## src/source/harnessPkg.sv

```systemverilog
package harnessPkg;

	// Host command opcodes, anything else is rejected
	typedef enum logic [7:0] {
		CmdCreate = 8'h00,
		CmdUpdate = 8'h01,
		CmdRead   = 8'h02,
		CmdDelete = 8'h03,
		CmdRandom = 8'h10
	} opcode_t;

	// CRUD payload, address in the top word
	typedef struct packed {
		logic [31:0] addr;
		logic [31:0] data;
		logic [31:0] delay;
	} crudView_t;

	// Random traffic payload
	typedef struct packed {
		logic [31:0] seed;
		logic [31:0] accessCount;
		logic [31:0] baseOffset;
	} seedView_t;

	// Same 96 payload bits, read by whichever engine gets the command
	typedef union packed {
		crudView_t crud;
		seedView_t seed;
	} cmdPayload_u;

	// Opcode byte plus twelve payload bytes
	localparam int CmdBytes = 13;

	// Response word and its byte count on the return link
	localparam int RespWidth = 32;
	localparam int RespBytes = 4;
	localparam logic [RespWidth-1:0] RespBad = '1;

endpackage

```

## src/source/memPkg.sv

```systemverilog
package memPkg;

	// ------------------------------------------------------------
	// Block store bus
	// ------------------------------------------------------------

	// Request address as seen by the engines and arbiter
	localparam int AddrWidth = 32;

	// Store word, also the read data bus
	localparam int DataWidth = 32;

	// ------------------------------------------------------------
	// Traffic generator
	// ------------------------------------------------------------

	// Fibonacci LFSR state, added to the base offset for each read
	localparam int LfsrWidth = 32;

endpackage

```

## src/source/crudEngine.sv

```systemverilog
`timescale 1ns/1ps

module crudEngine (
	input  logic                             sys_clk_p,
	input  logic                             rstN,
	input  harnessPkg::opcode_t              op,
	input  harnessPkg::cmdPayload_u          payload,
	input  logic                             cmdValid,
	output logic                             cmdReady,
	output logic                             req,
	output logic                             we,
	output logic [memPkg::AddrWidth-1:0]     addr,
	output logic [memPkg::DataWidth-1:0]     wdata,
	input  logic                             gnt,
	input  logic [memPkg::DataWidth-1:0]     rdata,
	input  logic                             rvalid,
	output logic [harnessPkg::RespWidth-1:0] resp,
	output logic                             respValid,
	input  logic                             respReady
);
	import harnessPkg::*;
	import memPkg::*;

	// FSM encoding
	localparam logic [2:0] StIdle   = 3'd0;
	localparam logic [2:0] StRdReq  = 3'd1;
	localparam logic [2:0] StRdWait = 3'd2;
	localparam logic [2:0] StWrReq  = 3'd3;
	localparam logic [2:0] StResp   = 3'd4;

	logic [2:0]           state;
	opcode_t              opReg;
	logic [AddrWidth-1:0] addrReg;
	logic [DataWidth-1:0] dataReg;

	assign cmdReady = (state == StIdle);
	assign req = (state == StRdReq) || (state == StWrReq);
	assign we = (state == StWrReq);
	assign addr = addrReg;
	assign respValid = (state == StResp);

	// ------------------------------------------------------------
	// Control
	// ------------------------------------------------------------
	always_ff @(posedge sys_clk_p) begin
		if (!rstN) begin
			state <= StIdle;
		end else begin
			case (state)
				StIdle: begin
					// Create skips the read, all others fetch the old word
					if (cmdValid) begin
						state <= (op == CmdCreate) ? StWrReq : StRdReq;
					end
				end
				StRdReq: begin
					if (gnt) begin
						state <= StRdWait;
					end
				end
				StRdWait: begin
					if (rvalid) begin
						state <= (opReg == CmdRead) ? StResp : StWrReq;
					end
				end
				StWrReq: begin
					if (gnt) begin
						state <= StResp;
					end
				end
				StResp: begin
					if (respReady) begin
						state <= StIdle;
					end
				end
				default: state <= StIdle;
			endcase
		end
	end

	// ------------------------------------------------------------
	// Command fields and result words
	// ------------------------------------------------------------
	always_ff @(posedge sys_clk_p) begin
		if (cmdReady && cmdValid) begin
			opReg <= op;
			addrReg <= payload.crud.addr;
			dataReg <= payload.crud.data;
			// Create writes the data and echoes it
			wdata <= payload.crud.data;
			resp <= payload.crud.data;
		end
		if ((state == StRdWait) && rvalid) begin
			case (opReg)
				CmdUpdate: begin
					// Sum wraps at 32 bits
					wdata <= rdata + dataReg;
					resp <= rdata + dataReg;
				end
				CmdDelete: begin
					wdata <= '0;
					resp <= rdata;
				end
				default: resp <= rdata;
			endcase
		end
	end

endmodule

```

## config.mk

```make
export PLATFORM = sky130hd
export DESIGN_NAME = crudEngine
export DESIGN_NICKNAME = d
export VERILOG_FILES = /design/src/source/harnessPkg.sv /design/src/source/memPkg.sv /design/src/source/crudEngine.sv
export SDC_FILE = /design/constraint.sdc
export NUM_CORES = 1
export LEC_CHECK = 0
export BUFFER_PORTS_ARGS = -buffer_cell sky130_fd_sc_hd__buf_2
export CAP_MARGIN = 20
export CORE_UTILIZATION = 40
export CTS_CLUSTER_DIAMETER = 60
export DETAILED_ROUTE_END_ITERATION = 10
export GPL_TIMING_DRIVEN = 1
export PLACE_DENSITY = 0.67
export SYNTH_ARGS = -nofsm -noshare
export SYNTH_HDL_FRONTEND = slang
export SYNTH_SLANG_ARGS = --single-unit
export TNS_END_PERCENT = 100
```

## constraint.sdc

```tcl
create_clock -name sys_clk_p -period 3.7 [get_ports sys_clk_p]
set_clock_uncertainty 0.2 [all_clocks]
set_input_delay 0.185 -clock sys_clk_p [delete_from_list [all_inputs] [get_ports sys_clk_p]]
set_output_delay 0.185 -clock sys_clk_p [all_outputs]
set_load 0.02 [all_outputs]
```

==> After elaboration in Yosys (flattened, before gate mapping) <==
Index checks and enable logic that the tools add are counted.
{ "word_totals": {"out_inout_bits": 100, "ff_bits": 139, "in_bits": 142} }
{ "op_classes": {"n_eq_ne": 12, "addsub": 1, "muxes": 14, "reduce_logical": 7} }
{ "ops": {"columns": ["op", "count"], "rows": [
  ["$mux 32", 5],
  ["$pmux 32 s2", 1],
  ["$add 32x32->32", 1],
  ["$mux 3", 6],
  ["$eq 8x2->1 const B", 2],
  ["$pmux 3 s5", 1],
  ["$eq 8x1->1 const B", 1],
  ["$logic_not 8->1", 1],
  ["$eq 3x2->1 const B", 2],
  ["$ne 2x2->1 const B", 3],
  ["$reduce_and 5->1", 1],
  ["$ne 2x1->1 const B", 2],
  ["$eq 3x1->1 const B", 1],
  ["$eq 3x3->1 const B", 1],
  ["$logic_not 3->1", 1],
  ["$logic_and 1x1->1", 2],
  ["$mux 2", 1],
  ["$reduce_bool 2->1", 1],
  ["$logic_or 1x1->1", 1]
]} }

==> Logic depth before layout (Yosys ltp) <==
Gate-level depths: netlist of run 1.
{ "logic_depth": {"word_depth": 5, "depth_mapped": 11, "ltp_nobuf": 11} }

==> Worst setup path after synthesis of run 1 <==
OpenSTA, ideal clock, no wires.
{ "synth_timing": {"path_type": "register to register", "from": "register state[1]", "to": "register addrReg[0] (netlist: addr[0]) (enable)", "setup_slack_ps": -325, "period_less_slack_ps": 4025, "arrival_ps": 3360, "setup_ps": 464, "stages_incl_launch_ff": 6, "cell_sequence": "dfxtp_1 > or3_1 > inv_1 > nand2_1 > inv_1 > clkbuf_1"} }
{ "synth_via": {"elab_chain_cells": 2} }
{ "synth_rtl": {"columns": ["element", "line_no", "source"], "rows": [
  ["start, declared", "crudEngine.sv:31", "logic [2:0] state;"],
  ["start signal, assigned", "crudEngine.sv:47", "state <= StIdle;"],
  ["start signal, assigned", "crudEngine.sv:53", "state <= (op == CmdCreate) ? StWrReq : StRdReq;"],
  ["start signal, assigned", "crudEngine.sv:58", "state <= StRdWait;"],
  ["$logic_not 3->1", "crudEngine.sv:36", "assign cmdReady = (state == StIdle);"],
  ["named net cmdReady", "crudEngine.sv:9", "output logic cmdReady,"],
  ["$logic_and 1x1->1", "crudEngine.sv:85", "if (cmdReady && cmdValid) begin"],
  ["end signal, assigned", "crudEngine.sv:87", "addrReg <= payload.crud.addr;"],
  ["end, declared", "crudEngine.sv:33", "logic [AddrWidth-1:0] addrReg;"]
]} }
The timed path passes the listed nets, and every way through them passes these cells.
A chain may end at the register's enable or synchronous reset.

==> Worst setup path after layout of run 1 <==
{ "layout_timing": {"from": "input port rdata[0] (netlist bit)", "to": "register resp[28] (netlist bit) (data pin)"} }
{ "layout_via": {"elab_chain_cells": 3} }
{ "layout_rtl": {"columns": ["element", "line_no", "source"], "rows": [
  ["start, declared", "crudEngine.sv:15", "input logic [memPkg::DataWidth-1:0] rdata,"],
  ["$add 32x32->32", "crudEngine.sv:98", "resp <= rdata + dataReg;"],
  ["$mux 32", "crudEngine.sv:94", "case (opReg)"],
  ["$mux 32", "crudEngine.sv:93", "if ((state == StRdWait) && rvalid) begin"],
  ["end signal, assigned", "crudEngine.sv:91", "resp <= payload.crud.data;"],
  ["end signal, assigned", "crudEngine.sv:98", null],
  ["end signal, assigned", "crudEngine.sv:102", "resp <= rdata;"],
  ["end, declared", "crudEngine.sv:17", "output logic [harnessPkg::RespWidth-1:0] resp,"]
]} }
No other way between the ends.

==> results.yml, run 1 <==
worst_setup_path:
  startpoint_type: "input port"
  regToRegSetupSlack_ps: 500
  worstPathMaxFanout: 3
  worst_setup_path_end_kind: "register"
  worst_ep_required_time_ps: 3760
  worst_ep_arrival_time_ps: 3330
  path_class: "input port to register"
layout:
  multi_input_area_um2: 3049
  ff_latch_area_um2: 3824
  fin_area_um2: 10040
  area_growth_pct: 42.59
  diodes: 0
  nets: 1155
  fillers: 1428
  drive_gt1_frac: 0.2857
  final_cells: 1219
flow_run:
  drv_cap: 0
synthesis:
  syn_area_um2: 7039
  synth_area_leaders: "edfxtp_1 44%, dfxtp_1 10%, nand2_1 6.3%, ha_1 5.5%, a21oi_1 5.5%"
  ys_seq_elements: 139
  yosysSeqAreaShare: 0.5432
  yosysTopAreaCell: "edfxtp_1"
  synth-edff-count: 104
  async_flop_share: 0
  syn_nets: 842
  ys_warn_count: 0
  synth_cells: 668
  synth_top_area_frac: 0.4437
  synth.distinct_cells: 69
  synthFlopType: "edfxtp_1"
  syn_avg_cell_area_um2: 10.54
floorplan:
  ioPinCount: 242
  design.core.area_um2: 17240
  dieArea_um2: 18130
  die_h_um: 134.7
  rows: 48
  start_util: 0.4084
  fp.dieW_um: 134.7
power_and_ir_drop:
  p_total_mw: 7.117
  p_per_area_nw_per_um2: 709.0
  leakage_nw: 4.319
  ir_drop_mv: 0.3824
placed_design:
  dp.cells: 1088
  place_congestion: 0.8024
  dp_hpwl_um: 13720
  placed_area_um2: 8362
  port-buffer-count: 209
timing:
  rsz0062_at_grt: "no"
  setup_violations: 0
  setup_tns_ps: 0
  min_period_over_period: 0.8819
  whs_ps: 6.608
  worst_pin_slew_ps: 892.3
  fmax_mhz: 306.5
  slew_viol_final: 0
  post-route-min-period_ps: 3263
  hold_viol: 0
  slew_headroom: 0.4051
detailed_routing:
  totalWireLength_um: 20580
  num_vias: 6263
  dr.pass1.iters: 5
  remaining_drc_errors: 0
  drt-initial-drc-count: 305
  avgViaCountPerCell: 5.138
  ant_nets: 0
  wl_per_cell_um: 16.88
clock_tree:
  cts_buffers: 17
  clk_pin_slew_ps: 60
  cts_max_level: 4
  cts_buffer_depth: 2
  cts_tree: "done"
  root_buffer: "clkbuf_16"
  insertion_delay_ps: 420
  cts.sinks: 139
  cts_setup_buffers: 0
run_status:
  status: "complete, no violations"
grt:
  grt_pass1_wl_um: 32470
  grt_antenna_before_repair: 0
  first_global_vias: 6476
  grt_start_max_net_pins: 36
  grt-ovfl-total: 0
  track_usage: 0.2326
hold_path:
  hp-class: "input port to register"
-- path summary, 6_finish.rpt --
kind / from / end / cells after the start
worst max-delay path: rdata[0] / resp[28]$_DFFE_PP_ / 13
worst min-delay path: rdata[2] / resp[2]$_DFFE_PP_ / 3
worst max register to register: dataReg[0]$_DFFE_PP_ / resp[28]$_DFFE_PP_ / 11
worst min register to register: wdata[19]$_DFF_P_ / wdata[19]$_DFF_P_ / 2
-- worst max-delay path: stages --
cell	delay, ps
dlygate4sd3_1	530
buf_2	130
ha_1	220
fa_1	420
a21o_1	200
nand4_1	110
a21oi_1	110
o21ai_1	250
a211oi_2	150
or2_1	270
a31oi_2	260
mux2_1	340
a21oi_1	160
-- flip-flops by register name (all words and copies together), names as in the netlist --
register / cells
opReg: 8
state: 3
dataReg: 32
wdata: 32
resp: 32
addr: 32
-- through the flow --
| stage | setup WS [ps] | utilization |
|---|---|---|
| finish | 437.1 | 0.5823 |
| global route | 194.0 | 0.5823 |
| CTS | 436.9 | 0.5823 |
| detailed placement | 513.8 | 0.4851 |
| global placement | 521.7 | 0.4851 |
| floorplan | 835.9 | - |
-- layout make-up --
type,instances,area share
Inverter,7,0.002867
Multi-Input combinational cell,492,0.3038
Clock inverter,15,0.02580
Timing Repair Buffer,324,0.2162
Sequential cell,139,0.3810
Tap cell,225,0.02805
Clock buffer,17,0.04238
-- power breakdown --
group          total [mW]  internal [mW]  switching (mW)
logic                2.64          0.989            1.66
clock network        2.00           1.28           0.719
registers            2.47           2.27           0.200
-- timing repair --
action / 4_1_cts / 5_1_grt
resized for setup: 0 / 0
hold buffers: 99 / 0
endpoints found under the hold margin: 138 / 0
-- per-layer routing --
layer	GRT usage	vias up	routed length (µm)
li1	-	3091	-
met1	0.2763	2922	8673
met2	0.4101	233	10290
met3	0.06794	17	1401
met4	0.05930	0	212
met5	0	-	0
-- synthesized netlist by cell type, drive strengths merged (5+ instances only) --
cell type / count
edfxtp: 104
a21oi: 78
o21ai: 26
nor2: 47
xor2: 11
ha: 31
xnor2: 15
a21o: 17
clkbuf: 21
inv: 7
mux2i: 10
a31oi: 35
and3: 20
nand3: 10
buf: 8
nor2b: 6
nor3b: 5
nand2: 118
dfxtp: 35
-- cell families (layout without fill, tap and decap cells) --
family | count (synthesis) | count (layout) | synth area share
and+or+nand+nor | 233 | 233 | 0.1516
AOI/OAI and AO/OA | 189 | 189 | 0.1706
DFF | 139 | 139 | 0.5432
buffers and inverters | 37 | 363 | 0.02506
adders and majority gates | 32 | 32 | 0.05795
xor gates and xnor gates | 27 | 27 | 0.03573
muxes | 11 | 11 | 0.01582
-- cells in the final DEF (no fill, tap or decap), drive strengths merged, types with 4 or more instances in the layout --
cell           n
nor2b          6
nand2        118
nor2          47
nor3           4
nand3         10
a21o          17
xor2          11
and3          20
a31o           4
a21oi         78
nand2b         4
inv           12
o21ai         26
clkbuf        17
dlygate4sd3   99
edfxtp       104
a311oi         4
and2           4
mux2i         10
xnor2         15
bufinv         6
a31oi         35
buf          225
ha            31
o211ai         4
dfxtp         35
o22ai          4
nor3b          5
(Power assumes the default switching activity.)
==> run 2: changes to the inputs <==
--- a/config.mk
+++ b/config.mk
@@ -7,11 +7,12 @@
 export LEC_CHECK = 0
 export BUFFER_PORTS_ARGS = -buffer_cell sky130_fd_sc_hd__buf_2
 export CAP_MARGIN = 20
-export CORE_UTILIZATION = 40
+export CORE_UTILIZATION = 46
 export CTS_CLUSTER_DIAMETER = 60
 export DETAILED_ROUTE_END_ITERATION = 10
 export GPL_TIMING_DRIVEN = 1
-export PLACE_DENSITY = 0.67
+export PLACE_DENSITY = 0.75
+export REMOVE_ABC_BUFFERS = 1
 export SYNTH_ARGS = -nofsm -noshare
 export SYNTH_HDL_FRONTEND = slang
 export SYNTH_SLANG_ARGS = --single-unit
==> run 2 against run 1 <==
Flip-flop and latch count did not move. Via count rose by 3.4%. Final area is 1.3% lower. Global-route usage is 2.4 points higher. Critical endpoint unchanged. First-iteration DRC count is 84% higher. Count of clock-buffer cells in the layout unchanged. Critical path type unchanged. Highest routed layer unchanged. Utilization rose by 8.9 points. Setup slack gained 59 ps. Register-to-register slack better by 60 ps.
==> results.yml, run 2 (synthesis results as in run 1) <==
run_status:
  status: "complete, no violations"
clock_tree:
  clk_pin_slew_ps: 60
  cts_buffers: 17
  cts_setup_buffers: 0
  cts_max_level: 4
  cts.sinks: 139
  cts_tree: "done"
  insertion_delay_ps: 420
  cts_buffer_depth: 2
  root_buffer: "clkbuf_16"
  ctsResizeCount: 0
floorplan:
  rows: 44
  design.core.area_um2: 14750
  fp.dieW_um: 125.7
  start_util: 0.4771
  dieArea_um2: 15800
  ioPinCount: 242
  die_h_um: 125.7
detailed_routing:
  wl_per_cell_um: 16.90
  num_vias: 6477
  remaining_drc_errors: 0
  ant_nets: 0
  totalWireLength_um: 19970
  drt-initial-drc-count: 562
  dr.pass1.iters: 5
  avgViaCountPerCell: 5.480
timing:
  min_period_over_period: 0.8658
  setup_violations: 0
  post-route-min-period_ps: 3204
  fmax_mhz: 312.1
  slew_viol_final: 0
  worst_pin_slew_ps: 954.0
  whs_ps: 41.12
  rsz0062_at_grt: "no"
  hold_viol: 0
  setup_tns_ps: 0
  slew_headroom: 0.3640
power_and_ir_drop:
  leakage_nw: 4.273
  p_per_area_nw_per_um2: 685.1
  ir_drop_mv: 0.6061
worst_setup_path:
  critical_path.startpoint: "rdata[0]"
  worstPathMaxFanout: 3
  worst_ep_required_time_ps: 3770
  path_class: "input port to register"
  startpoint_type: "input port"
  worst_setup_path_end_kind: "register"
  worst_ep_arrival_time_ps: 3270
  r2r-start: "dataReg[0]$_DFFE_PP_"
grt:
  grt-ovfl-total: 0
  grt_start_max_net_pins: 46
  grt_pass1_wl_um: 31430
  track_usage: 0.2570
  first_global_vias: 6346
  grt_antenna_before_repair: 2
layout:
  area_growth_pct: 40.72
  layout_commonest_cell: "buf_2"
  nets: 1157
  final_cells: 1182
  drive_gt1_frac: 0.2841
  fin_area_um2: 9906
  mostFrequentLayoutCells: "209 x buf_2, 118 x nand2_1, 104 x edfxtp_1"
  fillers: 1121
placed_design:
  dp_hpwl_um: 12670
  port-buffer-count: 209
  place_congestion: 0.8677
  placed_area_um2: 8303
  dp.cells: 1046
hold_path:
  hold_start: "cmdValid"
  hp-class: "input port to register"
flow_run:
  drv_cap: 0
[run 2: cell types whose count changed in the layout (fill, tap and decap cells not counted), sizes merged]
cell         previous run  this run
diode                   0         2
bufinv                  6         1
dlygate4sd3            99       102
inv                    12        16
clkinvlp                2         3
buf                   225       224
[run 2: power breakdown]
part	internal, mW	switching (mW)	leakage, nW	total (mW)
logic	0.984	1.65	2.71	2.64
clock network	0.948	0.733	0.275	1.68
registers	2.27	0.196	1.29	2.47
total	4.20	2.58	4.27	6.79
[run 2: final timing paths]
check | end | slack (ps) | depth (start not counted)
setup / recovery | resp[28]$_DFFE_PP_ | 500 | 13
hold / removal | state[0]$_SDFFE_PN0P_ | 40 | 4
setup reg to reg | resp[28]$_DFFE_PP_ | 560 | 11
hold reg to reg | wdata[4]$_DFF_P_ | 270 | 2
[run 2: area by class of cell]
class	count	area, µm²	share of cell area
Timing Repair Buffer	326	2192	0.2213
Inverter	7	28.78	0.002905
Clock buffer	17	425.4	0.04295
Tap cell	184	230.2	0.02324
Clock inverter	15	151.4	0.01528
Sequential cell	139	3824	0.3860
Antenna cell	2	5.005	0.0005052
Multi-Input combinational cell	492	3049	0.3078
[run 2: timing repair]
item                                    in CTS  in global routing
hold endpoints to repair                   139                  0
hold buffers                               102                  0
endpoints found under the setup margin       0                  0
[run 2: per-stage QoR]
| stage | worst slack, ps | util | total power [mW] |
|---|---|---|---|
| 2_1_floorplan | -1739 | - | 4.217 |
| 3_3_place_gp | 556.8 | 0.5628 | 4.960 |
| 3_5_place_dp | 562.0 | 0.5628 | 4.998 |
| 4_1_cts | 482.6 | 0.6710 | 6.775 |
| 5_1_grt | 272.2 | 0.6714 | 7.146 |
| 6_report | 496.4 | 0.6714 | 6.787 |
[run 2: routing by layer]
layer	vias up	share of wire	GRT usage
li1	3103	-	-
met1	3028	0.42	0.3097
met2	298	0.48	0.4405
met3	48	0.064	0.04928
met4	0	0.036	0.1284
met5	-	0	0
[run 2: worst max-delay path, stage by stage]
cell and delay [ps]:
dlygate4sd3_1 530, buf_2 140, ha_1 220, fa_1 400, a21o_1 190, nand4_1 110, a21oi_1 100, o21ai_1 240
a211oi_2 150, or2_1 270, a31oi_2 250, mux2_1 350, a21oi_1 140
==> run 3: changes to the inputs <==
--- a/config.mk
+++ b/config.mk
@@ -5,13 +5,14 @@
 export SDC_FILE = /design/constraint.sdc
 export NUM_CORES = 1
 export LEC_CHECK = 0
-export BUFFER_PORTS_ARGS = -buffer_cell sky130_fd_sc_hd__buf_2
 export CAP_MARGIN = 20
+export CORE_MARGIN = 1.5
 export CORE_UTILIZATION = 46
 export CTS_CLUSTER_DIAMETER = 60
 export DETAILED_ROUTE_END_ITERATION = 10
+export DONT_BUFFER_PORTS = 1
 export GPL_TIMING_DRIVEN = 1
-export PLACE_DENSITY = 0.75
+export PLACE_DENSITY = 0.61
 export REMOVE_ABC_BUFFERS = 1
 export SYNTH_ARGS = -nofsm -noshare
 export SYNTH_HDL_FRONTEND = slang
==> run 3 against run 2 <==
Worst hold slack got worse by 19 ps. Count of clock-buffer cells in the layout increased by 1. Register-to-register slack got worse by 120 ps. Wire length shrank 3.4%. First-iteration DRC count is 34% lower. Cell count shrank 18%. Maximum frequency down 1.8%. Die area up 1.6%. Final area down 9.7%. Combinational power fell by 34%. Critical path depth shrank 2. Via count fell by 12%.
==> results.yml, run 3 (synthesis results as in run 1) <==
run_status:
  status: "complete, no violations"
worst_setup_path:
  path_delay_family: "compound AO/OA/AOI/OAI gates"
  cp_num_cells: 11
  path_buf_inv: 0
  path_cells: "ha_1, fa_1, a21o_1, nand4_1, a21oi_1, o21ai_1, a211oi_2, or2_1, a31oi_2, mux2_1, a21oi_1"
  path_class: "register to register"
  worst_ep_required_time_ps: 3770
  worst_ep_arrival_time_ps: 3330
  ff2ff_path_depth: 11
  worstPathMaxFanout: 3
  cp_common_cell: "a21oi_1"
  startpoint_type: "register"
  critPathSlowestCell: "fa_1"
  slowest_delay_ps: 420
  worst_setup_path_end_kind: "register"
floorplan:
  rows: 45
  start_util: 0.4665
  design.core.area_um2: 15090
  dieArea_um2: 16050
  ioPinCount: 242
  fp.dieW_um: 126.7
  die_h_um: 126.7
timing:
  hold_viol: 0
  slew_headroom: 0.3659
  setup_violations: 0
  slew_viol_final: 0
  rsz0062_at_grt: "no"
  post-route-min-period_ps: 3262
  worst_pin_slew_ps: 947.8
  min_period_over_period: 0.8817
  fmax_mhz: 306.5
hold_path:
  hp-class: "input port to register"
  min_path_cells: 4
grt:
  met1_usage: 0.3052
  top_usage_layer: "met2"
  grt_util_met2: 0.4153
  grt_pass1_wl_um: 30220
  grt_antenna_before_repair: 0
  track_usage: 0.2449
  grt_util_met3: 0.06326
  grt-ovfl-total: 0
  grt_start_max_net_pins: 46
  first_global_vias: 5716
detailed_routing:
  ant_nets: 0
  remaining_drc_errors: 0
  avgViaCountPerCell: 5.819
  num_vias: 5674
  drt-initial-drc-count: 370
  totalWireLength_um: 19300
  dr.pass1.iters: 5
  wl_per_cell_um: 19.79
placed_design:
  dp.cells: 837
  place_congestion: 0.8191
  port-buffer-count: 0
  placed_area_um2: 7234
  dp_hpwl_um: 12460
clock_tree:
  root_buffer: "clkbuf_16"
  clk_pin_slew_ps: 60
  cts_max_level: 4
  cts_tree: "done"
  cts.sinks: 139
  cts_buffers: 17
  cts_setup_buffers: 0
  cts_buffer_depth: 2
  insertion_delay_ps: 430
  cts-hold-fix-buffers: 106
  ctsResizeCount: 0
layout:
  final_cells: 975
  ff_latch_area_um2: 3824
  fin_area_um2: 8941
  layout_commonest_cell: "nand2_1"
  diodes: 0
  drive_gt1_frac: 0.09022
  nets: 948
  fin_util: 0.5925
  mostFrequentLayoutCells: "117 x nand2_1, 106 x dlygate4sd3_1, 104 x edfxtp_1"
  fillers: 1246
  area_growth_pct: 27.02
  multi_input_area_um2: 3052
power_and_ir_drop:
  ir_drop_mv: 0.4422
  leakage_nw: 3.474
  p_total_mw: 6.613
  p_per_area_nw_per_um2: 739.6
flow_run:
  drv_cap: 0
## run 3: path summary, 6_finish.rpt
kind / startpoint / to / slack [ps]
max: dataReg[0]$_DFFE_PP_ / resp[28]$_DFFE_PP_ / 440
min: rdata[10] / wdata[10]$_DFF_P_ / 20
max reg2reg: dataReg[0]$_DFFE_PP_ / resp[28]$_DFFE_PP_ / 440
min reg2reg: state[1]$_SDFFE_PN0P_ / state[1]$_SDFFE_PN0P_ / 370
## run 3: stage by stage
| stage | TNS [ps] | hold slack (ps) | setup slack (ps) |
|---|---|---|---|
| after detailed placement | 0 | 83.91 | 447.1 |
| after global placement | 0 | 83.92 | 507.7 |
| after global routing | 0 | 36.51 | 242.8 |
| final | 0 | 22.48 | 437.7 |
| after CTS | 0 | 13.63 | 420.7 |
| after floorplan | -71380 | 83.87 | -1739 |
## run 3: per-layer routing
metal  wire length (µm)  vias up  part of all wire
li1                   -     2693                 -
met4                409        0             0.021
met1               7977     2722              0.41
met3               1360       31             0.070
met5                  0        -                 0
met2               9547      228              0.49
## run 3: worst min-delay path, cell delays in order
cell and delay, ps:
ha_1 190, xnor2_1 90, nand2_1 80, a21oi_1 60
## run 3: cell type report
class | instances | share of cell area
flip-flops and latches | 139 | 0.4277
multi-input cells | 492 | 0.3413
repair buffers | 117 | 0.1293
clock buffers | 18 | 0.04912
well taps | 188 | 0.02631
clock inverters | 14 | 0.02309
inverters | 7 | 0.003219
## run 3: power by group
part           switching (mW)  leakage (nW)  internal (mW)
clock network           0.698         0.312           1.16
registers               0.725          1.29           2.30
logic                    1.04          1.88          0.687
