[config.mk]
export PLATFORM = sky130hd
export DESIGN_NAME = cmdReceiver
export DESIGN_NICKNAME = d
export VERILOG_FILES = /design/src/source/harnessPkg.sv /design/src/source/cmdReceiver.sv
export SDC_FILE = /design/constraint.sdc
export NUM_CORES = 1
export LEC_CHECK = 0
export BUFFER_PORTS_ARGS = -buffer_cell sky130_fd_sc_hd__clkbuf_2
export CAP_MARGIN = 20
export CORE_MARGIN = 2
export CORE_UTILIZATION = 40
export DETAILED_ROUTE_END_ITERATION = 10
export PLACE_DENSITY = 0.76
export RECOVER_POWER = 100
export SLEW_MARGIN = 20
export SYNTH_ARGS = -nofsm -noshare
export SYNTH_HDL_FRONTEND = slang
export SYNTH_SLANG_ARGS = --single-unit
[constraint.sdc]
create_clock -name sys_clk_p -period 7.3 [get_ports sys_clk_p]
set_input_delay 0 -clock sys_clk_p [delete_from_list [all_inputs] [get_ports sys_clk_p]]
set_output_delay 0 -clock sys_clk_p [all_outputs]
set_load 0.02 [all_outputs]
[src/source/harnessPkg.sv]
package harnessPkg;

	// Host command opcodes, anything else is rejected
	typedef enum logic [7:0] {
		CmdCreate = 8'h00,
		CmdUpdate = 8'h01,
		CmdRead   = 8'h02,
		CmdDelete = 8'h03,
		CmdRandom = 8'h10
	} opcode_t;

	// CRUD payload, address in the top word
	typedef struct packed {
		logic [31:0] addr;
		logic [31:0] data;
		logic [31:0] delay;
	} crudView_t;

	// Random traffic payload
	typedef struct packed {
		logic [31:0] seed;
		logic [31:0] accessCount;
		logic [31:0] baseOffset;
	} seedView_t;

	// Same 96 payload bits, read by whichever engine gets the command
	typedef union packed {
		crudView_t crud;
		seedView_t seed;
	} cmdPayload_u;

	// Opcode byte plus twelve payload bytes
	localparam int CmdBytes = 13;

	// Response word and its byte count on the return link
	localparam int RespWidth = 32;
	localparam int RespBytes = 4;
	localparam logic [RespWidth-1:0] RespBad = '1;

endpackage

[src/source/cmdReceiver.sv]
`timescale 1ns/1ps

module cmdReceiver (
	input  logic                    sys_clk_p,
	input  logic                    rstN,
	input  logic [7:0]              inByte,
	input  logic                    inValid,
	output logic                    inReady,
	output harnessPkg::opcode_t     crudOp,
	output harnessPkg::cmdPayload_u crudPayload,
	output logic                    crudValid,
	input  logic                    crudReady,
	output harnessPkg::cmdPayload_u randPayload,
	output logic                    randValid,
	input  logic                    randReady,
	output logic                    badValid,
	input  logic                    badReady
);
	import harnessPkg::*;

	localparam int CntWidth = $clog2(CmdBytes);
	localparam int WordWidth = CmdBytes * 8;

	logic [CntWidth-1:0]  byteCnt;
	logic [WordWidth-1:0] cmdWord;
	logic                 byteTake;
	logic                 lastByte;
	opcode_t              lastOp;

	// No new bytes while a routed command waits for its engine
	assign inReady = !(crudValid || randValid || badValid);
	assign byteTake = inValid && inReady;
	assign lastByte = (byteCnt == CntWidth'(CmdBytes - 1));

	// After twelve shifts the opcode byte sits just under the top byte
	assign lastOp = opcode_t'(cmdWord[(CmdBytes-1)*8-1 -: 8]);

	// Opcode in the top byte, payload below it
	assign crudOp = opcode_t'(cmdWord[WordWidth-1 -: 8]);
	assign crudPayload = cmdWord[WordWidth-9:0];
	assign randPayload = cmdWord[WordWidth-9:0];

	// Byte shifter, first byte ends up most significant
	always_ff @(posedge sys_clk_p) begin
		if (byteTake) begin
			cmdWord <= {cmdWord[WordWidth-9:0], inByte};
		end
	end

	// ------------------------------------------------------------
	// Byte count and routing
	// ------------------------------------------------------------
	always_ff @(posedge sys_clk_p) begin
		if (!rstN) begin
			byteCnt <= '0;
			crudValid <= 1'b0;
			randValid <= 1'b0;
			badValid <= 1'b0;
		end else begin
			if (byteTake) begin
				byteCnt <= lastByte ? '0 : byteCnt + 1'b1;
			end
			// Decode once on the final byte
			if (byteTake && lastByte) begin
				case (lastOp)
					CmdCreate, CmdRead, CmdUpdate, CmdDelete: crudValid <= 1'b1;
					CmdRandom: randValid <= 1'b1;
					default: badValid <= 1'b1;
				endcase
			end
			// Drop the valid once the chosen consumer takes it
			if (crudValid && crudReady) begin
				crudValid <= 1'b0;
			end
			if (randValid && randReady) begin
				randValid <= 1'b0;
			end
			if (badValid && badReady) begin
				badValid <= 1'b0;
			end
		end
	end

endmodule

-- Word-level counts from Yosys, hierarchy flattened
Index checks and enable logic that the tools add are counted.
- flip-flop bits (word level): 111
- bits in latches: 0
- RAM bits: 0
- bits in read-only memories: 0
- bits of input ports: 14
- memories kept: 0
- add/subtract/negate cells: 1
- multipliers: 0
- divide/modulo/power cells: 0
- $lt $le $gt $ge: 0
- eq/ne operators: 5
- shifts and indexed selects: 0
- mux-type cells: 1
- bitwise logic cells: 2
- reduce and logical (&&, ||, !) cells: 17
- operators by type and width (cell ; count):
    $eq A8 B2 Y1 const B ; 2
    $eq A8 B1 Y1 const B ; 1
    $eq A8 B5 Y1 const B ; 1
    $logic_not A8 Y1 ; 1
    $reduce_and A2 Y1 ; 3
    $reduce_or A2 Y1 ; 3
    $logic_and A1 B1 Y1 ; 5
    $reduce_or A5 Y1 ; 1
    $add A4 B1 Y4 const B ; 1
    $eq A4 B4 Y1 const B ; 1
    $mux W4 ; 1
    $reduce_or A4 Y1 ; 1
    $logic_or A1 B1 Y1 ; 2
    $not A1 Y1 ; 2
    $logic_not A1 Y1 ; 1

-- Longest topological paths before layout
Gate-level depths: netlist of the first run.
- depth in word-level cells: 6
- mapped depth: 5
- mapped depth without buffers: 5

-- Worst setup path before layout of the first run
OpenSTA, ideal clock, no wires.
- kind: reg-to-reg
- start point: reg randValid
- end point: reg cmdWord[0], enable pin
- setup time: 1.050 ns
- arrival time: 2.691 ns
- slack: 3.559 ns
- cell stages (with the launch flop): 4
- cell sequence: dfxtp_1 > or4b_1 > buf_2 > clkinv_1
- longest elaborated chain between the ends: 4
- RTL lines (what ; line ; text):
    start, declared ; cmdReceiver.sv:14 ; output logic randValid,
    start signal, assigned ; cmdReceiver.sv:57 ; randValid <= 1'b0;
    start signal, assigned ; cmdReceiver.sv:67 ; CmdRandom: randValid <= 1'b1;
    start signal, assigned ; cmdReceiver.sv:76 ; randValid <= 1'b0;
    $logic_or A1 B1 Y1 (2 in series) ; cmdReceiver.sv:31 ; assign inReady = !(crudValid || randValid || badValid);
    $logic_not A1 Y1 ; cmdReceiver.sv:31 ;
    $logic_and A1 B1 Y1 ; cmdReceiver.sv:32 ; assign byteTake = inValid && inReady;
    named net byteTake ; cmdReceiver.sv:26 ; logic byteTake;
    end signal, assigned ; cmdReceiver.sv:46 ; cmdWord <= {cmdWord[WordWidth-9:0], inByte};
    end, declared ; cmdReceiver.sv:25 ; logic [WordWidth-1:0] cmdWord;
The timed path passes the listed nets, and every way through them passes these cells.
A chain may end at the register's enable or synchronous reset.

-- Worst setup path in the final report of the first run
- start point: reg randValid
- end point: reg cmdWord[56], enable pin
Same word-level chain as after synthesis.

==> impl_metrics.xml, run 1 <==
<?xml version="1.0" encoding="UTF-8"?>
<metrics>
  <group name="power_and_ir_drop">
    <metric name="power.static_leakage" unit="nW">1.61</metric>
    <metric name="vdd.ir_drop.worst" unit="V">0.000117</metric>
    <metric name="design_power_total" unit="mW">1.24</metric>
    <metric name="power_density" unit="nW/um^2">257</metric>
  </group>
  <group name="floorplanning">
    <metric name="io_pins" unit="">218</metric>
    <metric name="die_width" unit="um">107</metric>
    <metric name="fp.coreArea" unit="um^2">10300</metric>
    <metric name="fp-row-count" unit="">37</metric>
    <metric name="dieHeight" unit="um">107</metric>
    <metric name="total_die_area" unit="um^2">11400</metric>
    <metric name="initial_utilization" unit="%">41.0</metric>
  </group>
  <group name="sta">
    <metric name="finalHoldViolCount" unit="">0</metric>
    <metric name="worstMarginPinSlew" unit="ns">1.27</metric>
    <metric name="timing_max_transition_violations_final" unit="">0</metric>
    <metric name="rsz0062_at_grt" unit="">false</metric>
    <metric name="final.period_utilization" unit="%">44.1</metric>
    <metric name="final.min_clock_period" unit="ns">3.22</metric>
    <metric name="max-slew-margin-rel" unit="%">14.7</metric>
    <metric name="fmax" unit="MHz">311</metric>
    <metric name="setup-tns-final" unit="ns">0</metric>
    <metric name="setup_violations" unit="">0</metric>
    <metric name="timing.clock.skew" unit="ns">0.0108</metric>
  </group>
  <group name="synthesis">
    <metric name="synth.lib_cells_used.distinct" unit="">24</metric>
    <metric name="ys_dominant_reg_cell" unit="">edfxtp_1</metric>
    <metric name="syn-mean-instance-area" unit="um^2">17.1</metric>
    <metric name="synth_enable_flop_cells" unit="">104</metric>
    <metric name="synth-async-reset-ratio" unit="%">0</metric>
    <metric name="synth.ff_latch_count" unit="">111</metric>
    <metric name="part_of_the_yosys_area_used_for_sequential_elements" unit="%">77.4</metric>
    <metric name="syn-cell-area" unit="um^2">4220</metric>
    <metric name="synth_nets" unit="">262</metric>
    <metric name="synth.yosys.warnings" unit="">0</metric>
    <metric name="synthesized_instance_count" unit="">246</metric>
  </group>
  <group name="flow_run">
    <metric name="maxCapViolations" unit="">0</metric>
  </group>
  <group name="global_routing">
    <metric name="grt_pass1_vias" unit="">2139</metric>
    <metric name="pin_count_of_the_biggest_net_entering_global_routing" unit="">77</metric>
    <metric name="grt_pass1_wl" unit="mm">11.2</metric>
    <metric name="grt_antenna_before_repair" unit="">0</metric>
    <metric name="globalRouteTotalUtil" unit="%">13.2</metric>
    <metric name="gr-total-overflow" unit="">0</metric>
  </group>
  <group name="critical_path">
    <metric name="worstSetupPathType" unit="">register to register</metric>
    <metric name="crit_chain" unit="">or4b_1, clkinvlp_2, buf_4</metric>
    <metric name="critPathMaxStageDelay" unit="ns">0.85</metric>
    <metric name="timing.critical_path.arrival" unit="ns">3.20</metric>
    <metric name="cp.required" unit="ns">7.28</metric>
    <metric name="cpMaxStageDelayCell" unit="">clkinvlp_2</metric>
    <metric name="critPathCaptureType" unit="">register</metric>
    <metric name="critPathMaxFanout" unit="">76</metric>
    <metric name="cp-start-kind" unit="">register</metric>
  </group>
  <group name="final_layout">
    <metric name="final_layout_size_suffix_gt1_share" unit="%">7.04</metric>
    <metric name="most-common-layout-cells" unit="">clkbuf_1 (204), edfxtp_1 (104), dlygate4sd3_1 (16), clkbuf_2 (13), clkbuf_8 (9)</metric>
    <metric name="fillerInstances" unit="">1008</metric>
    <metric name="layout_commonest_cell" unit="">clkbuf_1</metric>
    <metric name="flow.area_growth_from_synthesis" unit="%">14.5</metric>
    <metric name="post-route-util" unit="%">47.0</metric>
    <metric name="insertedDiodeCount" unit="">0</metric>
    <metric name="design.final.nets" unit="">409</metric>
  </group>
  <group name="drt">
    <metric name="drcViolationCount" unit="">0</metric>
    <metric name="viasPerCell" unit="">4.44</metric>
    <metric name="initialDrtViolationCount" unit="">96</metric>
    <metric name="firstDrtPassIters" unit="">4</metric>
    <metric name="antenna_left" unit="">0</metric>
    <metric name="vias" unit="">2372</metric>
    <metric name="wire_per_inst" unit="um">15.1</metric>
    <metric name="routed_wl" unit="mm">8.07</metric>
  </group>
  <group name="clock_network">
    <metric name="clock_sink_count" unit="">111</metric>
    <metric name="clk_pin_slew" unit="ns">0.09</metric>
    <metric name="post_cts_buffers" unit="">0</metric>
    <metric name="cts-htree-levels" unit="">3</metric>
    <metric name="clk_root_buffer_cell" unit="">clkbuf_8</metric>
    <metric name="worst_skew_pair.late_latency" unit="ns">0.36</metric>
    <metric name="cts_buffer_depth" unit="">2</metric>
    <metric name="cts_made_buffers" unit="">9</metric>
    <metric name="cts_tree" unit="">yes</metric>
  </group>
  <group name="placement">
    <metric name="gp_congestion" unit="">0.753</metric>
    <metric name="io_buffers" unit="">217</metric>
    <metric name="dp.final_hpwl" unit="mm">5.61</metric>
  </group>
  <group name="min_path">
    <metric name="hold_path_class" unit="">input port to register</metric>
  </group>
  <group name="outcome">
    <metric name="outcome" unit="">complete, no violations</metric>
  </group>
</metrics>
## power breakdown
| part | internal, mW | switching (mW) | leakage (nW) |
|---|---|---|---|
| sequential | 0.738 | 0.0277 | 1.07 |
| combinational | 0.0332 | 0.118 | 0.444 |
| clock | 0.125 | 0.197 | 0.0878 |
| total | 0.896 | 0.343 | 1.61 |
## repair_timing
item,4_1_cts,5_1_grt
hold endpoints to repair,15,0
hold buffers,16,0
gates resized for setup,0,0
## area by class of cell
class,count,area [um^2],area share (%)
sequential,111,3260,67.5
timing repair buffer,234,998,20.7
multi-input combinational,33,210,4.35
tap,136,170,3.52
clock buffer,9,124,2.56
clock inverter,7,48.8,1.01
inverter,4,16.3,0.337
## per-layer routing
metal / vias up / track usage, % / wire length [um]
met5: - / 0 / 0
met4: 0 / 5.57 / 113
met1: 1124 / 15.6 / 3260
met3: 8 / 3.47 / 698
li1: 1074 / - / -
met2: 166 / 22.7 / 3990
## synth_stat cells, types with 2 or more instances
cell type | n | share of area (%)
nand2_1 | 7 | 0.62
o21ai_0 | 2 | 0.24
a21boi_1 | 3 | 0.53
edfxtp_1 | 104 | 74
buf_4 | 96 | 17
o32ai_1 | 2 | 0.42
nor3_1 | 3 | 0.36
inv_1 | 3 | 0.27
ha_1 | 2 | 0.59
or4b_1 | 2 | 0.47
a21oi_1 | 2 | 0.24
dfxtp_1 | 7 | 3.3
and3_1 | 2 | 0.30
## final timing paths
| kind | startpoint | end | slack (ns) | depth (start not counted) |
|---|---|---|---|---|
| max reg2reg | randValid$_SDFFE_PP0P_ | cmdWord[56]$_DFFE_PP_ | 4.08 | 3 |
| min reg2reg | cmdWord[37]$_DFFE_PP_ | cmdWord[45]$_DFFE_PP_ | 0.48 | 0 |
| min | inValid | byteCnt[3]$_SDFFE_PN0P_ | 0.23 | 3 |
| max | randValid$_SDFFE_PP0P_ | cmdWord[56]$_DFFE_PP_ | 4.08 | 3 |
## worst max-delay path: cells and delay by family (launching register included)
family | cells | cell delay (ns)
buffers and inverters | 2 | 1.69
and+or+nand+nor | 1 | 0.68
DFF | 1 | 0.37
## through the flow
step / area (um^2) / std cells / hold slack [ns] / setup WS, ns
2_1_floorplan: 4220 / 246 / 0.0943 / 3.56
3_3_place_gp: 4750 / 502 / 0.176 / 4.75
3_5_place_dp: 4750 / 502 / 0.179 / 4.65
4_1_cts: 5090 / 534 / 0.233 / 4.64
5_1_grt: 4830 / 534 / 0.235 / 3.90
6_report: 4830 / 534 / 0.231 / 4.08
## sequential cells by signal, indices dropped and copies added (netlist names)
name,cells
badValid,1
crudValid,1
byteCnt,4
cmdWord,104
randValid,1
## cells by family (layout without fill, tap and decap cells)
kind of cell | after synthesis | in the layout | share of synthesized area [%]
buffers and inverters | 102 | 254 | 17.7
AOI/OAI and AO/OA | 11 | 11 | 1.75
and+or+nand+nor | 20 | 20 | 2.64
adders and majority gates | 2 | 2 | 0.593
DFF | 111 | 111 | 77.4
Note: power is estimated with default switching activity, not from simulation.
==> inputs of run 2 (changes only) <==
ABC_AREA = 1   (was default)
PLACE_DENSITY = 0.79   (was 0.76)
clock period = 2.95 ns   (was 7.3 ns; I/O delays follow)
==> impl_metrics.xml, run 2 <==
<?xml version="1.0" encoding="UTF-8"?>
<metrics>
  <group name="outcome">
    <metric name="outcome" unit="">complete, no violations</metric>
  </group>
  <group name="critical_path">
    <metric name="worstSetupEndpoint" unit="">cmdWord[39]$_DFFE_PP_</metric>
    <metric name="r2r_end" unit="">cmdWord[39]$_DFFE_PP_</metric>
    <metric name="critPathCaptureType" unit="">register</metric>
    <metric name="worstSetupPathType" unit="">register to register</metric>
    <metric name="ff2ff_setup_slack" unit="ns">1.15</metric>
    <metric name="startpoint" unit="">badValid$_SDFFE_PP0P_</metric>
    <metric name="worst-r2r-cell-count" unit="">4</metric>
    <metric name="timing.critical_path.arrival" unit="ns">1.85</metric>
    <metric name="cp.required" unit="ns">3.00</metric>
    <metric name="cp-start-kind" unit="">register</metric>
    <metric name="regToRegStartpoint" unit="">badValid$_SDFFE_PP0P_</metric>
    <metric name="critPathMaxFanout" unit="">36</metric>
  </group>
  <group name="sta">
    <metric name="finalHoldViolCount" unit="">0</metric>
    <metric name="max-slew-margin-rel" unit="%">70.9</metric>
    <metric name="setup_violations" unit="">0</metric>
    <metric name="timing.clock.skew" unit="ns">0.0113</metric>
    <metric name="timing_max_transition_violations_final" unit="">0</metric>
    <metric name="final.min_clock_period" unit="ns">1.80</metric>
    <metric name="setup-tns-final" unit="ns">0</metric>
    <metric name="worstMarginPinSlew" unit="ns">0.436</metric>
    <metric name="fmax" unit="MHz">556</metric>
    <metric name="rsz0062_at_grt" unit="">false</metric>
    <metric name="final.period_utilization" unit="%">61.0</metric>
  </group>
  <group name="floorplanning">
    <metric name="io_pins" unit="">218</metric>
    <metric name="fp.coreArea" unit="um^2">10400</metric>
    <metric name="die_width" unit="um">107</metric>
    <metric name="initial_utilization" unit="%">41.3</metric>
    <metric name="fp-row-count" unit="">37</metric>
    <metric name="total_die_area" unit="um^2">11600</metric>
    <metric name="dieHeight" unit="um">107</metric>
  </group>
  <group name="final_layout">
    <metric name="most-common-layout-cells" unit="">clkbuf_1 (204), edfxtp_1 (104), dlygate4sd3_1 (16), nand2_1 (15)</metric>
    <metric name="fillerInstances" unit="">1025</metric>
    <metric name="final_layout_size_suffix_gt1_share" unit="%">7.58</metric>
    <metric name="design.final.nets" unit="">433</metric>
    <metric name="multiInputGateArea" unit="um^2">220</metric>
    <metric name="reg_area" unit="um^2">3260</metric>
    <metric name="reg_top3" unit="">cmdWord (104), byteCnt (4)</metric>
    <metric name="insertedDiodeCount" unit="">0</metric>
    <metric name="layout_commonest_cell" unit="">clkbuf_1</metric>
    <metric name="registers.top_by_ff_count" unit="">cmdWord</metric>
    <metric name="largest_register_ff_count" unit="">104</metric>
    <metric name="instances_no_fill" unit="">558</metric>
    <metric name="flow.area_growth_from_synthesis" unit="%">14.5</metric>
  </group>
  <group name="clock_network">
    <metric name="cts_buffer_depth" unit="">2</metric>
    <metric name="clock_sink_count" unit="">111</metric>
    <metric name="cts_tree" unit="">yes</metric>
    <metric name="clk_root_buffer_cell" unit="">clkbuf_8</metric>
    <metric name="cts_made_buffers" unit="">9</metric>
    <metric name="post_cts_buffers" unit="">0</metric>
    <metric name="clk_pin_slew" unit="ns">0.10</metric>
    <metric name="worst_skew_pair.late_latency" unit="ns">0.37</metric>
    <metric name="cts-htree-levels" unit="">3</metric>
  </group>
  <group name="placement">
    <metric name="io_buffers" unit="">217</metric>
    <metric name="dp.final_hpwl" unit="mm">5.79</metric>
    <metric name="post-place-cells" unit="">526</metric>
    <metric name="gp_congestion" unit="">0.764</metric>
  </group>
  <group name="synthesis">
    <metric name="yosys-mux-area-fraction" unit="%">0</metric>
    <metric name="post_synth_and_or_nand_nor_area_fraction" unit="%">4.09</metric>
    <metric name="synth_enable_flop_cells" unit="">104</metric>
    <metric name="synth_top_cell_area_share" unit="%">72.9</metric>
    <metric name="synth.lib_cells_used.distinct" unit="">18</metric>
    <metric name="synth_nets" unit="">283</metric>
    <metric name="synth.yosys.warnings" unit="">0</metric>
    <metric name="synthTopCellsByCount" unit="">edfxtp_1 (104), buf_4 (96), nand2_1 (15)</metric>
    <metric name="synthesized_instance_count" unit="">267</metric>
    <metric name="ys_dominant_reg_cell" unit="">edfxtp_1</metric>
    <metric name="syn-mean-instance-area" unit="um^2">16.0</metric>
    <metric name="yosys.cell_count.top_type" unit="">edfxtp_1</metric>
    <metric name="synth-async-reset-ratio" unit="%">0</metric>
    <metric name="synthXorXnorAreaFrac" unit="%">0.204</metric>
    <metric name="synth.largest_area_cell" unit="">edfxtp_1</metric>
    <metric name="synth.ff_latch_count" unit="">111</metric>
    <metric name="synth.top_cells.by_area" unit="">edfxtp_1 (73%), buf_4 (17%), dfxtp_1 (3.3%)</metric>
    <metric name="synth_top_family_by_area" unit="">buffers and inverters</metric>
    <metric name="post_synth_fa_ha_maj_area_fraction" unit="%">0.584</metric>
    <metric name="syn-cell-area" unit="um^2">4280</metric>
    <metric name="synth-compound-area-share" unit="%">0.905</metric>
    <metric name="part_of_the_yosys_area_used_for_sequential_elements" unit="%">76.2</metric>
  </group>
  <group name="drt">
    <metric name="wire_per_inst" unit="um">15.0</metric>
    <metric name="drcViolationCount" unit="">0</metric>
    <metric name="viasPerCell" unit="">4.41</metric>
    <metric name="vias" unit="">2461</metric>
    <metric name="routed_wl" unit="mm">8.39</metric>
    <metric name="initialDrtViolationCount" unit="">123</metric>
    <metric name="antenna_left" unit="">0</metric>
    <metric name="firstDrtPassIters" unit="">4</metric>
  </group>
  <group name="global_routing">
    <metric name="pin_count_of_the_biggest_net_entering_global_routing" unit="">53</metric>
    <metric name="globalRouteTotalUtil" unit="%">14.0</metric>
    <metric name="gr-total-overflow" unit="">0</metric>
    <metric name="grt_antenna_before_repair" unit="">0</metric>
    <metric name="grt_pass1_wl" unit="mm">12.0</metric>
    <metric name="grt_pass1_vias" unit="">2232</metric>
  </group>
  <group name="flow_run">
    <metric name="maxCapViolations" unit="">0</metric>
  </group>
  <group name="min_path">
    <metric name="hold_path_class" unit="">input port to register</metric>
  </group>
  <group name="power_and_ir_drop">
    <metric name="power.static_leakage" unit="nW">1.68</metric>
    <metric name="power_density" unit="nW/um^2">631</metric>
    <metric name="design_power_total" unit="mW">3.09</metric>
    <metric name="vdd.ir_drop.worst" unit="V">0.000264</metric>
  </group>
</metrics>
==> run 2: cell count changes after synthesis, sizes merged, moves of 3 or more <==
cell,delta
nand3,+8
a21boi,-3
nor2,+10
inv,+11
nand2,+8
a21oi,+4
==> run 2: layout make-up <==
class | instances | area share, %
Tap cell | 136 | 3.47
Sequential cell | 111 | 66.5
Inverter | 14 | 1.12
Timing Repair Buffer | 235 | 20.8
Clock buffer | 9 | 2.52
Multi-Input combinational cell | 46 | 4.49
Clock inverter | 7 | 1.15
==> run 2: logic make-up (layout without fill, tap and decap cells) <==
group | count (synthesis) | after routing
AO/OA/AOI/OAI | 7 | 7
XOR/XNOR | 1 | 1
adder cells (fa/ha/maj) | 2 | 2
buffers and inverters | 110 | 265
flip-flops | 111 | 111
AND/OR/NAND/NOR | 36 | 36
==> run 2: worst min path at each step <==
stage	start	endpoint	slack [ns]	cells past startpoint
after floorplan	inByte[0]	cmdWord[0]$_DFFE_PP_	0.1	0
after global placement	inByte[6]	cmdWord[6]$_DFFE_PP_	0.18	1
after detailed placement	inByte[2]	cmdWord[2]$_DFFE_PP_	0.18	1
after CTS	inValid	byteCnt[2]$_SDFFE_PN0P_	0.05	4
after global routing	inValid	byteCnt[2]$_SDFFE_PN0P_	0.22	4
final	inValid	byteCnt[2]$_SDFFE_PN0P_	0.18	4
==> run 2: worst max-delay path: stages (launching register included) <==
cell	delay (ns)
dfxtp_1	0.36
nor2_1	0.12
nand3_1	0.22
inv_4	0.42
buf_4	0.35
==> run 2: power breakdown <==
group / leakage, nW / switching [mW] / internal, mW
registers: 1.07 / 0.0684 / 1.82
clock network: 0.0858 / 0.516 / 0.318
logic: 0.518 / 0.285 / 0.0867
==> run 2: layer usage <==
metal | up-vias | global-route usage (%) | part of all wire, %
met5 | - | 0 | 0
met4 | 0 | 5.86 | 1.5
met3 | 11 | 4.84 | 9.9
met2 | 173 | 23.9 | 49
met1 | 1156 | 15.9 | 39
li1 | 1121 | - | -
==> run 2: through the flow <==
step	setup WS, ns	cell area, um^2	util [%]	hold slack (ns)
after global placement	1.29	4850	46.8	0.177
after detailed placement	1.23	4850	46.8	0.179
after floorplan	0.696	4280	-	0.0989
after CTS	1.23	5190	50.0	0.0456
after global routing	0.944	4910	47.3	0.221
final	1.15	4910	47.3	0.176
==> run 2: repair_timing <==
action | in CTS | in global routing
endpoints found under the hold margin | 14 | 0
resized for setup | 0 | 0
hold buffers | 16 | 0
==> inputs of run 3 (changes only) <==
clock period = 1.6 ns   (was 2.95 ns; I/O delays follow)
==> impl_metrics.xml, run 3 (same netlist as run 2, synthesis figures left out) <==
<?xml version="1.0" encoding="UTF-8"?>
<metrics>
  <group name="clock_network">
    <metric name="clk_pin_slew" unit="ns">0.10</metric>
    <metric name="clock_sink_count" unit="">111</metric>
    <metric name="cts-htree-levels" unit="">3</metric>
    <metric name="post_cts_buffers" unit="">0</metric>
    <metric name="cts_buffer_depth" unit="">2</metric>
    <metric name="clk_root_buffer_cell" unit="">clkbuf_8</metric>
    <metric name="cts_tree" unit="">yes</metric>
    <metric name="cts_hold_buf" unit="">15</metric>
    <metric name="worst_skew_pair.late_latency" unit="ns">0.35</metric>
    <metric name="cts.repair.resized" unit="">0</metric>
    <metric name="cts_made_buffers" unit="">9</metric>
  </group>
  <group name="min_path">
    <metric name="min_delay_path_depth" unit="">3</metric>
    <metric name="timing.hold.worst_endpoint" unit="">byteCnt[1]$_SDFFE_PN0P_</metric>
    <metric name="hold_path_class" unit="">input port to register</metric>
    <metric name="min-delay-start" unit="">inValid</metric>
  </group>
  <group name="placement">
    <metric name="dp.final_hpwl" unit="mm">6.16</metric>
    <metric name="gp_congestion" unit="">0.803</metric>
    <metric name="post-place-cells" unit="">527</metric>
    <metric name="io_buffers" unit="">217</metric>
  </group>
  <group name="final_layout">
    <metric name="design.final.nets" unit="">433</metric>
    <metric name="reg_top3" unit="">cmdWord (104), byteCnt (4)</metric>
    <metric name="reg_area" unit="um^2">3260</metric>
    <metric name="layout_commonest_cell" unit="">clkbuf_1</metric>
    <metric name="instances_no_fill" unit="">558</metric>
    <metric name="fillerInstances" unit="">1037</metric>
    <metric name="registers.top_by_ff_count" unit="">cmdWord</metric>
    <metric name="most-common-layout-cells" unit="">clkbuf_1 (204), edfxtp_1 (104), nand2_1 (15), dlygate4sd3_1 (15)</metric>
    <metric name="flow.area_growth_from_synthesis" unit="%">16.4</metric>
    <metric name="final_layout_size_suffix_gt1_share" unit="%">8.53</metric>
    <metric name="multiInputGateArea" unit="um^2">235</metric>
    <metric name="largest_register_ff_count" unit="">104</metric>
    <metric name="insertedDiodeCount" unit="">0</metric>
  </group>
  <group name="global_routing">
    <metric name="pin_count_of_the_biggest_net_entering_global_routing" unit="">35</metric>
    <metric name="gr-max-usage-layer" unit="">met2</metric>
    <metric name="grt_pass1_wl" unit="mm">12.0</metric>
    <metric name="grt_pass1_vias" unit="">2249</metric>
    <metric name="globalRouteMet2Util" unit="%">24.6</metric>
    <metric name="grt_use_met3" unit="%">4.36</metric>
    <metric name="grt.met1_usage" unit="%">16.9</metric>
    <metric name="globalRouteTotalUtil" unit="%">14.3</metric>
    <metric name="grt_antenna_before_repair" unit="">0</metric>
    <metric name="gr-total-overflow" unit="">0</metric>
  </group>
  <group name="floorplanning">
    <metric name="fp.coreArea" unit="um^2">10400</metric>
    <metric name="dieHeight" unit="um">107</metric>
    <metric name="initial_utilization" unit="%">41.3</metric>
    <metric name="fp-row-count" unit="">37</metric>
    <metric name="die_width" unit="um">107</metric>
    <metric name="total_die_area" unit="um^2">11600</metric>
    <metric name="io_pins" unit="">218</metric>
  </group>
  <group name="sta">
    <metric name="final.min_clock_period" unit="ns">1.46</metric>
    <metric name="rsz0062_at_grt" unit="">false</metric>
    <metric name="setup_violations" unit="">0</metric>
    <metric name="timing.clock.skew" unit="ns">0.00933</metric>
    <metric name="setup-tns-final" unit="ns">0</metric>
    <metric name="worstMarginPinSlew" unit="ns">0.340</metric>
    <metric name="timing_max_transition_violations_final" unit="">0</metric>
    <metric name="final.period_utilization" unit="%">91.4</metric>
    <metric name="max-slew-margin-rel" unit="%">77.4</metric>
    <metric name="fmax" unit="MHz">684</metric>
    <metric name="finalHoldViolCount" unit="">0</metric>
  </group>
  <group name="drt">
    <metric name="antenna_left" unit="">0</metric>
    <metric name="vias" unit="">2498</metric>
    <metric name="drcViolationCount" unit="">0</metric>
    <metric name="viasPerCell" unit="">4.48</metric>
    <metric name="routed_wl" unit="mm">8.62</metric>
    <metric name="initialDrtViolationCount" unit="">172</metric>
    <metric name="firstDrtPassIters" unit="">4</metric>
    <metric name="wire_per_inst" unit="um">15.4</metric>
  </group>
  <group name="critical_path">
    <metric name="critical_path_buf_inv_count" unit="">2</metric>
    <metric name="cpMaxStageDelayCell" unit="">dfxtp_1</metric>
    <metric name="ff2ff_setup_slack" unit="ns">0.14</metric>
    <metric name="crit_chain" unit="">nor2_2, nand3_4, inv_8, buf_8</metric>
    <metric name="critPathCaptureType" unit="">register</metric>
    <metric name="worstSetupPathType" unit="">register to register</metric>
    <metric name="cp-start-kind" unit="">register</metric>
    <metric name="worst-r2r-cell-count" unit="">4</metric>
    <metric name="r2r_end" unit="">cmdWord[36]$_DFFE_PP_</metric>
    <metric name="regToRegStartpoint" unit="">badValid$_SDFFE_PP0P_</metric>
    <metric name="cp.required" unit="ns">1.65</metric>
    <metric name="critPathMaxStageDelay" unit="ns">0.37</metric>
    <metric name="critPathMaxFanout" unit="">34</metric>
    <metric name="timing.critical_path.arrival" unit="ns">1.51</metric>
    <metric name="path_delay_family" unit="">buffers and inverters</metric>
  </group>
  <group name="power_and_ir_drop">
    <metric name="vdd.ir_drop.worst" unit="V">0.000507</metric>
    <metric name="power.static_leakage" unit="nW">1.71</metric>
    <metric name="design_power_total" unit="mW">5.98</metric>
    <metric name="power_density" unit="nW/um^2">1200</metric>
  </group>
  <group name="flow_run">
    <metric name="maxCapViolations" unit="">0</metric>
  </group>
  <group name="outcome">
    <metric name="outcome" unit="">complete, no violations</metric>
  </group>
</metrics>
## run 3: worst max-delay path by stage
stage,startpoint,end,slack (ns),cells after the start
after floorplan,badValid$_SDFFE_PP0P_,cmdWord[0]$_DFFE_PP_,0.09,3
after global placement,badValid$_SDFFE_PP0P_,cmdWord[0]$_DFFE_PP_,0.25,4
after detailed placement,badValid$_SDFFE_PP0P_,cmdWord[16]$_DFFE_PP_,0.20,4
after CTS,badValid$_SDFFE_PP0P_,cmdWord[61]$_DFFE_PP_,0.20,4
after global routing,badValid$_SDFFE_PP0P_,cmdWord[36]$_DFFE_PP_,0.07,4
final,badValid$_SDFFE_PP0P_,cmdWord[36]$_DFFE_PP_,0.14,4
## run 3: routing by layer
layer,routed length [um],share of wire (%)
met5,0,0
met2,4330,50
met4,94,1.1
met3,810,9.4
met1,3390,39
## run 3: per-stage QoR
step           cell area, um^2  util [%]  hold slack, ns  setup WS (ns)
6_report                  4990      48.1          0.0466          0.137
5_1_grt                   4990      48.1          0.0194         0.0653
4_1_cts                   5260      50.7          0.0411          0.202
3_5_place_dp              4890      47.1           0.179          0.199
3_3_place_gp              4890      47.1           0.176          0.249
2_1_floorplan             4290         -          0.0989         0.0891
## run 3: where the power goes
part	switching, mW	leakage (nW)	internal (mW)
clock	0.913	0.105	0.884
combinational	0.528	0.531	0.166
sequential	0.128	1.07	3.36
total	1.57	1.71	4.41
## run 3: cell type report
type / count / share of cell area [%]
repair buffers: 235 / 20.8
well taps: 136 / 3.41
inverters: 14 / 1.20
clock buffers: 9 / 2.48
flip-flops and latches: 111 / 65.4
clock inverters: 7 / 1.96
multi-input cells: 46 / 4.72
## run 3: tightest hold or removal path, stage by stage
cell and delay, ns:
clkbuf_2 0.11, nand3_4 0.15, a21oi_1 0.09
